===== config.mk =====
export PLATFORM = sky130hd
export DESIGN_NAME = plru_tree
export DESIGN_NICKNAME = d
export VERILOG_FILES = /design/src/hw/plru_tree.sv
export SDC_FILE = /design/constraint.sdc
export NUM_CORES = 1
export LEC_CHECK = 0
export BUFFER_PORTS_ARGS = -buffer_cell sky130_fd_sc_hd__buf_2
export CORE_ASPECT_RATIO = 0.9
export CORE_MARGIN = 2
export CORE_UTILIZATION = 63
export CTS_CLUSTER_DIAMETER = 60
export DETAILED_ROUTE_END_ITERATION = 8
export PLACE_DENSITY_LB_ADDON = 0.08
export RECOVER_POWER = 25
export SYNTH_ARGS = -nofsm -noshare
export SYNTH_HDL_FRONTEND = slang
export SYNTH_SLANG_ARGS = --single-unit

===== constraint.sdc =====
create_clock -name CLK -period 3.1 [get_ports CLK]
set_input_delay 0.465 -clock CLK [delete_from_list [all_inputs] [get_ports CLK]]
set_output_delay 0.465 -clock CLK [all_outputs]
set_load 0.02 [all_outputs]

===== src/hw/plru_tree.sv =====
`default_nettype none

module plru_tree #(
    parameter  int NUM_WAYS = 4,
    parameter  int NUM_SETS = 8,
    localparam int WAY_W    = $clog2(NUM_WAYS),
    localparam int SET_W    = $clog2(NUM_SETS)
) (
    input  wire              CLK,
    input  wire              nRST,
    input  wire  [SET_W-1:0] victim_set,
    input  wire              touch_valid,
    input  wire  [SET_W-1:0] touch_set,
    input  wire  [WAY_W-1:0] touch_way,
    output logic [WAY_W-1:0] victim_way
);

    logic [NUM_WAYS-2:0] tree [NUM_SETS]; // Node 0 is the root, children of n are 2n+1 and 2n+2
    logic [NUM_WAYS-2:0] touched_row;

    always_comb begin : walk_victim
        int node;
        node = 0;
        for (int lvl = 0; lvl < WAY_W; lvl++) begin
            victim_way[WAY_W-1-lvl] = tree[victim_set][node];
            node = 2 * node + 1 + int'(tree[victim_set][node]);
        end
    end

    always_comb begin : walk_touch
        int node;
        node = 0;
        touched_row = tree[touch_set];
        for (int lvl = 0; lvl < WAY_W; lvl++) begin
            touched_row[node] = ~touch_way[WAY_W-1-lvl]; // Point away from the used way
            node = 2 * node + 1 + int'(touch_way[WAY_W-1-lvl]);
        end
    end

    always_ff @(posedge CLK or negedge nRST) begin : tree_update
        if (!nRST) begin
            for (int s = 0; s < NUM_SETS; s++) begin
                tree[s] <= '0;
            end
        end else if (touch_valid) begin
            tree[touch_set] <= touched_row;
        end
    end

endmodule

`default_nettype wire


==> reports/results.txt <==
run status -> finished clean
number of global-route vias before repair -> 1,022
core area -> 2200 um2
post-route ant nets -> 0
peak supply drop -> 0.000331 V
Crit path required time -> 2630 ps
CP max stage cell -> mux4_2
max incr delay on CP -> 560 ps
area grow syn2layout -> 2.02%
Root Driver -> clkbuf_4
post-DR vias/cell -> 6.66
vias post-DR -> 1,026
ANT cells -> 0
Post-CTS Setup Bufs -> 0
area leader, netlist -> dfrtp_1
max FFs per register -> 24
Util after Layout -> 68.9%
CTS resizes -> 0
DRT iter0 DRCs -> 42
wire length of the first global-routing pass -> 5240 um
final WL -> 3120 um
cts hold-fix bufs -> 0
GP Congestion -> 0.811
final hold violation count -> 0
syn_nets -> 133
type of the most critical hold path -> primary input to asynchronous set/reset pin
die area -> 2760 um2
Data arrival, critical path -> 1660 ps
P_int -> 596 uW
H-Tree Depth -> 1
top flop regs -> tree: 24 flops
multi-input logic area -> 768 um2
# IOs -> 13
Inserted Clock Buffers -> 3
Initial Utilization -> 67.5%
fillers -> 178
hpwl dp -> 2280 um
largest net degree at the start of global routing -> 25
TritonCTS clock tree -> built
Buffers on Ports -> 12
LEAKAGE -> 0.000679 uW
final worst path period need -> 2120 ps
Seq/Total Area, Yosys -> 40.4%
DRC -> 0
Clk pwr share -> 18.9%
RSZ-0062 raised after global routing -> false
Sequential Power Share -> 51.8%
grt ovf -> 0
sw frac -> 33.0%
Most used DFF post-synth -> dfrtp_1
switching power -> 293 uW
Final Skew -> 1.77 ps
max_slew headroom -> 16.1%
commonest non-fill, non-tap cell in the layout -> dfrtp_1
YS warnings -> 0
Critical Path Fanout Max -> 6
Nets -> 139
Crit. End Element -> output port
clk_lat worst skew -> 310 ps
fmax -> 0.472 GHz
Netlist cell types -> 25
Slew @ Worst Pin -> 1260 ps
max cap viols -> 0
GRT Overall Usage -> 24.5%
Gate power share -> 29.3%
Die Ht -> 50.1 um
routed len/inst -> 20.3 um
TritonCTS Sinks -> 24
register area -> 601 um2
initial antenna violation count -> 0
DR pass1 iterations -> 4
number of synthesized register bits -> 24
Synth area leaders -> dfrtp_1 (40%), mux2i_1 (15%), mux4_2 (12%), a31oi_1 (6.7%), clkbuf_8 (2.8%)
Post-synth EDFFs -> 0
asr flop ratio synth -> 100%
share of cells above drive strength 1 -> 25.2%
Final setup viols -> 0
Startpoint Class -> primary input
Final Cycle Share -> 68.4%
final worst slack -> 980 ps
Synth top area share -> 40.4%
most frequent cells in the layout -> dfrtp_1 (24), mux2i_1 (23), a31oi_1 (16)
PwrDens -> 587 nW/um2
Clock Path Buffers -> 2
# rows -> 16
CP Class -> primary input to output port
Die W -> 55.2 um
worst path cell trace -> buf_2 > mux4_2 > mux2i_1 > mux2i_1 > buf_2
Clock transition at path regs -> 140 ps
Sum Neg Setup Slack -> 0 ps
DP Worst Slack -> 975 ps
synthesized area per cell -> 12.2 um2
Slew Limit Fails -> 0
Syn Inst Count -> 122
Netlist Area Pre-Place -> 1490 um2
Top reg by flops -> tree
==> metal layers <==
layer  vias to the layer above  global-route usage [%]  wire length, um
li1                        479                       -                -
met1                       519                    32.7             1430
met2                        22                    41.9             1540
met3                         6                    3.15               99
met4                         0                    7.32               55
met5                         -                       0                0
==> kinds of logic after synthesis <==
group	count (synthesis)	synth area share, %
AOI/OAI and AO/OA	24	9.76
buffers and inverters	16	7.91
DFF	24	40.4
muxes	34	29.9
and+or+nand+nor	24	12.0
==> metrics by stage <==
step	area (um2)	hold WS [ps]	total power, uW	cells
floorplan	1490	169	648	122
global route	1520	474	937	154
detailed placement	1480	474	725	150
global placement	1480	461	709	150
CTS	1520	119	888	154
finish	1520	377	890	154
==> synthesized netlist by cell type, drive strengths merged (2+ instances only) <==
cell type / n
a21o: 2
a21oi: 2
a31oi: 16
and4bb: 3
buf: 5
clkbuf: 6
dfrtp: 24
inv: 4
mux2: 3
mux2i: 23
mux4: 8
nand2: 7
nand2b: 3
nand3: 2
nand4b: 3
nor2: 2
o21ai: 4
or3b: 2
==> critical path: cells and delay by family <==
kind / cells / cell delay, ps
multiplexers: 3 / 820
buffers and inverters: 2 / 380
==> final timing paths <==
check / start / to / slack (ps) / cells after the start
worst max-delay path: victim_set[0] / victim_way[0] / 980 / 5
worst min-delay path: nRST / tree[7]$_DFFE_PN0P_ / 380 / 1
worst max register to register: tree[1]$_DFFE_PN0P_ / tree[7]$_DFFE_PN0P_ / 1690 / 3
worst min register to register: tree[12]$_DFFE_PN0P_ / tree[12]$_DFFE_PN0P_ / 500 / 2
max in group asynchronous: nRST / tree[20]$_DFFE_PN0P_ / 1980 / 1
min in group CLK: tree[12]$_DFFE_PN0P_ / tree[12]$_DFFE_PN0P_ / 500 / 2
==> cell type report <==
cell class / instances / area share, %
Clock buffer: 4 / 2.39
Inverter: 5 / 1.24
Multi-Input combinational cell: 82 / 50.7
Sequential cell: 24 / 39.6
Tap cell: 27 / 2.23
Timing Repair Buffer: 12 / 3.88
==> power groups by stage <==
stage               clock, uW  combinational, uW  sequential (uW)
finish                    168                260              461
global route              183                287              467
CTS                       168                261              459
detailed placement          0                261              465
global placement            0                247              461
floorplan                   0                213              434
Note: power is estimated with default switching activity, not from simulation.
