[config.mk]
export PLATFORM = sky130hd
export DESIGN_NAME = mshr_buffer
export DESIGN_NICKNAME = d
export VERILOG_FILES = /design/src/hw/cache_pkg.sv /design/src/hw/mshr_buffer.sv
export SDC_FILE = /design/constraint.sdc
export NUM_CORES = 1
export LEC_CHECK = 0
export BUFFER_PORTS_ARGS = -buffer_cell sky130_fd_sc_hd__buf_2
export CAP_MARGIN = 10
export CORE_ASPECT_RATIO = 1.1
export CORE_UTILIZATION = 60
export CTS_BUF_LIST = sky130_fd_sc_hd__clkbuf_4
export DETAILED_ROUTE_END_ITERATION = 6
export PLACE_DENSITY = 0.88
export SYNTH_ARGS = -nofsm -noshare
export SYNTH_HDL_FRONTEND = slang
export SYNTH_SLANG_ARGS = --single-unit
[constraint.sdc]
create_clock -name CLK -period 7.35 [get_ports CLK]
set_clock_uncertainty 0.2 [all_clocks]
set_input_delay 1.47 -clock CLK [delete_from_list [all_inputs] [get_ports CLK]]
set_output_delay 1.47 -clock CLK [all_outputs]
set_load 0.05 [all_outputs]
[src/hw/cache_pkg.sv]
`default_nettype none

package cache_pkg;

    parameter int UUID_SIZE = 4;

    typedef logic [31:0]          addr_t;
    typedef logic [31:0]          word_t;
    typedef logic [UUID_SIZE-1:0] uuid_t;

    typedef enum logic [2:0] {
        START,
        BLOCK_PULL,
        VICTIM_EJECT,
        FINISH,
        WRITEBACK,
        HALT
    } bank_state_t;

    // Byte address layout from low to high is byte offset, word offset, set index, tag

    function automatic logic [31:0] addr_word(addr_t addr, int unsigned word_bits);
        return (addr >> 2) & ((32'd1 << word_bits) - 32'd1);
    endfunction

    function automatic logic [31:0] addr_set(addr_t addr, int unsigned word_bits,
                                             int unsigned set_bits);
        return (addr >> (2 + word_bits)) & ((32'd1 << set_bits) - 32'd1);
    endfunction

    function automatic logic [31:0] addr_tag(addr_t addr, int unsigned word_bits,
                                             int unsigned set_bits);
        return addr >> (2 + word_bits + set_bits);
    endfunction

    function automatic addr_t block_addr(addr_t addr, int unsigned word_bits);
        return addr & ~((32'd1 << (word_bits + 2)) - 32'd1); // Clears word and byte offset
    endfunction

    function automatic addr_t make_addr(logic [31:0] tag, logic [31:0] set,
                                        logic [31:0] word, int unsigned word_bits,
                                        int unsigned set_bits);
        return ((tag << (set_bits + word_bits)) | (set << word_bits) | word) << 2;
    endfunction

endpackage

`default_nettype wire

[src/hw/mshr_buffer.sv]
`default_nettype none

module mshr_buffer #(
    parameter  int BLOCK_SIZE = 4,
    parameter  int MSHR_DEPTH = 4,
    localparam int WORD_W     = $clog2(BLOCK_SIZE),
    localparam int PTR_W      = $clog2(MSHR_DEPTH)
) (
    input  wire                           CLK,
    input  wire                           nRST,
    input  wire                           instr_valid,
    input  wire                           scheduler_hit,
    input  wire cache_pkg::addr_t         instr_addr,
    input  wire                           rw_mode,
    input  wire cache_pkg::word_t         store_value,
    input  wire cache_pkg::uuid_t         instr_uuid,
    input  wire                           cache_bank_busy,
    input  wire                           scheduler_uuid_ready,
    output logic                          mshr_valid,
    output cache_pkg::addr_t              mshr_block_addr,
    output cache_pkg::uuid_t              mshr_uuid,
    output logic [BLOCK_SIZE-1:0]         mshr_write_status,
    output logic [BLOCK_SIZE*32-1:0]      mshr_write_block,
    output logic                          mshr_full
);

    import cache_pkg::*;

    logic [MSHR_DEPTH-1:0]   ent_valid;
    addr_t                   ent_addr   [MSHR_DEPTH];
    uuid_t                   ent_uuid   [MSHR_DEPTH];
    logic [BLOCK_SIZE-1:0]   ent_status [MSHR_DEPTH];
    word_t [BLOCK_SIZE-1:0]  ent_block  [MSHR_DEPTH];
    logic [PTR_W-1:0]        head, tail;

    addr_t                   req_block;
    logic [WORD_W-1:0]       req_word;
    logic                    accept;
    logic                    merge_hit;
    logic [PTR_W-1:0]        merge_idx;

    function automatic logic [PTR_W-1:0] ptr_inc(logic [PTR_W-1:0] ptr);
        return (ptr == PTR_W'(MSHR_DEPTH - 1)) ? '0 : ptr + 1'b1;
    endfunction

    assign req_block = block_addr(instr_addr, WORD_W);
    assign req_word  = WORD_W'(addr_word(instr_addr, WORD_W));
    assign accept    = instr_valid && !scheduler_hit;

    // The head is off limits once the bank has started pulling its block
    always_comb begin : find_merge
        merge_hit = 1'b0;
        merge_idx = '0;
        for (int i = 0; i < MSHR_DEPTH; i++) begin
            if (ent_valid[i] && ent_addr[i] == req_block
                && (PTR_W'(i) != head || !cache_bank_busy)) begin
                merge_hit = 1'b1;
                merge_idx = PTR_W'(i);
            end
        end
    end

    always_ff @(posedge CLK or negedge nRST) begin : queue_ctrl
        if (!nRST) begin
            ent_valid <= '0;
            head      <= '0;
            tail      <= '0;
        end else begin
            if (scheduler_uuid_ready) begin
                ent_valid[head] <= 1'b0;
                head            <= ptr_inc(head);
            end
            if (accept && !merge_hit && !mshr_full) begin
                ent_valid[tail] <= 1'b1;
                tail            <= ptr_inc(tail);
            end
        end
    end

    always_ff @(posedge CLK) begin : queue_payload
        if (accept && merge_hit) begin
            if (rw_mode) begin // A load only shares the entry
                ent_status[merge_idx][req_word] <= 1'b1;
                ent_block[merge_idx][req_word]  <= store_value;
            end
        end else if (accept && !mshr_full) begin
            ent_addr[tail]            <= req_block;
            ent_uuid[tail]            <= instr_uuid;
            ent_status[tail]          <= rw_mode ? (BLOCK_SIZE'(1) << req_word) : '0;
            ent_block[tail][req_word] <= store_value;
        end
    end

    assign mshr_valid        = ent_valid[head];
    assign mshr_block_addr   = ent_addr[head];
    assign mshr_uuid         = ent_uuid[head];
    assign mshr_write_status = ent_status[head];
    assign mshr_write_block  = ent_block[head];
    assign mshr_full         = &ent_valid;

endmodule

`default_nettype wire

==> summary.md <==
| Metric | Value |
|---|---|
| Status | `finished clean` |
| Critical Path Sink Type | `output port` |
| Detail Route Antenna Nets | `0` |
| WP data arrival | `about 3.4 ns` |
| Total Power | `about 11 mW` |
| Top cell type's share of synthesized area | `about three quarters` |
| Fin crit period | `between 5 and 6 ns` |
| Dpl ws | `2.04 ns` |
| Area growth, synth to finish | `15.3%` |
| Worst-margin pin slew | `roughly 1.1 ns` |
| Seq cells post-synth | `664` |
| Grt ovf | `0` |
| Cell total after placement | `around 1900` |
| Largest family of logic cells by synthesized area | `multiplexers` |
| Synth Cell Area | `between 0.02 and 0.03 mm²` |
| CP startpoint | `head[0]` |
| CTS Buffer Depth | `3` |
| Mean Syn Cell Area | `about 23 µm²` |
| Path type of the worst setup path | `flip-flop to output port` |
| Reg2reg start | `head[1]` |
| Lkg Pwr | `~10 nW` |
| CP Capture Point | `mshr_write_block[79]` |
| Pins Over Slew Limit | `0` |
| Compound-Gate Fraction of Synth Area | `less than 1%` |
| Final Cycle Share | `just under 70%` |
| Synth area leaders | `edfxtp_1 76%, mux4_2 14%, xor2_1 2.8%, xnor2_1 1.1%, dfrtp_1 0.78%` |
| Post-Synthesis Cells | `~1100` |
| Clock-pin slew on the worst setup and hold paths | `approximately 0.06 ns` |
| Gr usage total | `27.1%` |
| Post-CTS sizing | `0` |
| Cell taking the most area after synthesis | `edfxtp_1` |
| H-tree level count | `4` |
| Total clock sinks | `roughly 660` |
| CTS tree | `yes` |
| Final number of setup-violating endpoints | `0` |
| Die width | `between 150 and 200 µm` |
| Layout Cells excl Fill | `2192` |
| Cells along the critical path | `buf_12 > mux4_2 > buf_2` |
| Mux cell area share after synthesis | `between 10 and 15%` |
| Final instance area | `roughly 0.030 mm²` |
| Skew-Pair Late Insertion Delay | `between 0.8 and 0.9 ns` |
| Storage cell area | `about 0.02 mm²` |
| Die height | `between 200 and 250 µm` |
| Hold crit path type | `input pin to async pin` |
| Simple-gate share of the synthesized area | `roughly 2.4%` |
| Largest net degree at the start of global routing | `about 110` |
| Hold_buf cts | `0` |
| GPL Wtd Cong | `between 0.8 and 0.9` |
| TritonCTS Buffers | `around 160` |
| RSZ-0062 raised after global routing | `false` |
| Power per cell area | `between 300 and 400 mW/mm²` |
| Residual DRC count | `0` |
| Initial antenna violation count | `3` |
| Routed WL | `approximately 58000 µm` |
| Worst path max stage delay | `around 0.73 ns` |
| Critical Path Slowest Stage Cell | `dfrtp_4` |
| Vias | `between 10000 and 15000` |
| Crit start category | `flip-flop` |
| Most frequent cells in the layout | `656 x edfxtp_1, 238 x buf_2, 214 x clkbuf_4, 165 x mux4_2, 81 x xor2_1` |
| Post-DP HPWL | `~34000 µm` |
| Maximum vdd ir drop | `roughly 0.25 mV` |
| Worst slew margin | `around 24%` |
| Post-synthesis sequential area ratio | `77.3%` |
| Yosys warns | `0` |
| Netlist cell types | `40` |
| Worst Path Required | `~5.7 ns` |
| Most common cell after layout, fill and taps aside | `edfxtp_1` |
| Num ports | `245` |
| Core Rows | `between 70 and 80` |
| Initial Util | `60.9%` |
| Placement Cell Area | `between 0.02 and 0.03 mm²` |
| Share of post-route cells with drive strength above 1 | `42.9%` |
| R2R depth | `10` |
| Root Driver | `clkbuf_4` |
| Crit-path max FO | `105` |
| Final setup TNS | `0 ns` |
| Final Hold Fails | `0` |
| Reg-to-Reg End | `ent_block[0][120]` |
| Fillers | `approximately 2500` |
| Max-Cap Viols | `0` |
| First-pass GRT wire length | `about 84000 µm` |
| Achievable Freq | `between 150 and 200 MHz` |
| Vias in the first global route | `13712` |
| Setup bufs post-CTS | `0` |
| Placeable core region | `between 0.04 and 0.05 mm²` |
| Die ar. | `~0.044 mm²` |
| IO Port Bufs | `approximately 240` |
| DR pass1 iterations | `7` |
| Synth Area in XOR/XNOR | `~3.8%` |
| R2R setup slack | `2.92 ns` |
| Synth Area in Adders | `less than 1%` |
| Final setup margin | `2.29 ns` |
| Wirelength per Cell | `26.3 µm` |
| Multi-input gate area | `~0.0057 mm²` |
| Vias/cell | `6.02` |
| Final net count | `roughly 1600` |
| 1st-iter DRT viols | `about 1200` |
## Yosys cell counts
library cell and n:
edfxtp_1 656, mux4_2 165, xor2_1 81, nor2_1 31, xnor2_1 31, buf_1 22
nor4_1 21, nor3_1 16, nand2_1 15, clkbuf_1 13, nand4_1 10, inv_1 9
dfrtp_1 8, ha_1 8, buf_4 6, a21o_1 5, o21bai_1 5, buf_2 4
nand3_1 4, o21ai_0 4, o31a_1 4, and4_1 2, nand2b_1 2, a41oi_1 1
and3_4 1, buf_6 1, conb_1 1, mux2_2 1, nand3b_1 1, nand4_4 1
nor3_2 1, nor3b_4 1, nor4_2 1, nor4_4 1, o2111a_1 1, o211ai_1 1
o21a_4 1, o21ai_4 1, or2_2 1, or4_1 1
## final cells by class
class	instances	share of cell area [%]
sequential	664	67.0
multi-input combinational	423	19.3
clock buffer	214	5.41
timing repair buffer	265	4.74
tap	567	2.39
clock inverter	48	1.02
inverter	9	0.114
antenna	2	0.0169
## sequential cells by signal, indices dropped and copies added (netlist names)
register / flops
ent_valid: 4
ent_addr: 112
ent_status: 16
ent_block: 512
ent_uuid: 16
head: 2
tail: 2
## worst min path at each step
stage	from	end	slack, ns	depth (start not counted)
after floorplan	ent_valid[2]	ent_valid[2]	0.28	1
after global placement	ent_valid[1]	ent_valid[1]	0.30	1
after detailed placement	ent_valid[1]	ent_valid[1]	0.33	1
after CTS	nRST	ent_valid[2]	0.15	1
after global routing	nRST	ent_valid[2]	0.19	1
final	nRST	ent_valid[2]	0.24	1
## critical path, delay by kind of cell (launching register included)
kind	cells	cell delay (ns)
muxes	1	0.65
buffers and inverters	2	0.75
DFF	1	0.73
## where the power goes
group          switching [mW]  internal, mW  total [mW]
Clock                    1.39          1.46        2.85
Combinational            2.54          1.07        3.61
Sequential              0.144          4.31        4.45
## cell families after synthesis
kind of cell / count (synthesis)
flops: 664
mux: 166
compound gates: 23
buf+inv: 55
other cells: 1
fa+ha+maj: 8
simple gates: 110
xor+xnor: 112
## layer usage
metal | GRT usage [%] | wire [µm]
met5 | 0 | 30
met4 | 11.4 | 1550
met3 | 8.13 | 5610
met2 | 44.1 | 29400
met1 | 34.2 | 21100
## metrics by stage
step,utilization [%],hold slack (ns)
2_1_floorplan,-,0.281
3_3_place_gp,65.7,0.304
3_5_place_dp,65.7,0.325
4_1_cts,70.2,0.148
5_1_grt,70.2,0.185
6_report,70.2,0.235
(Power assumes the default switching activity.)
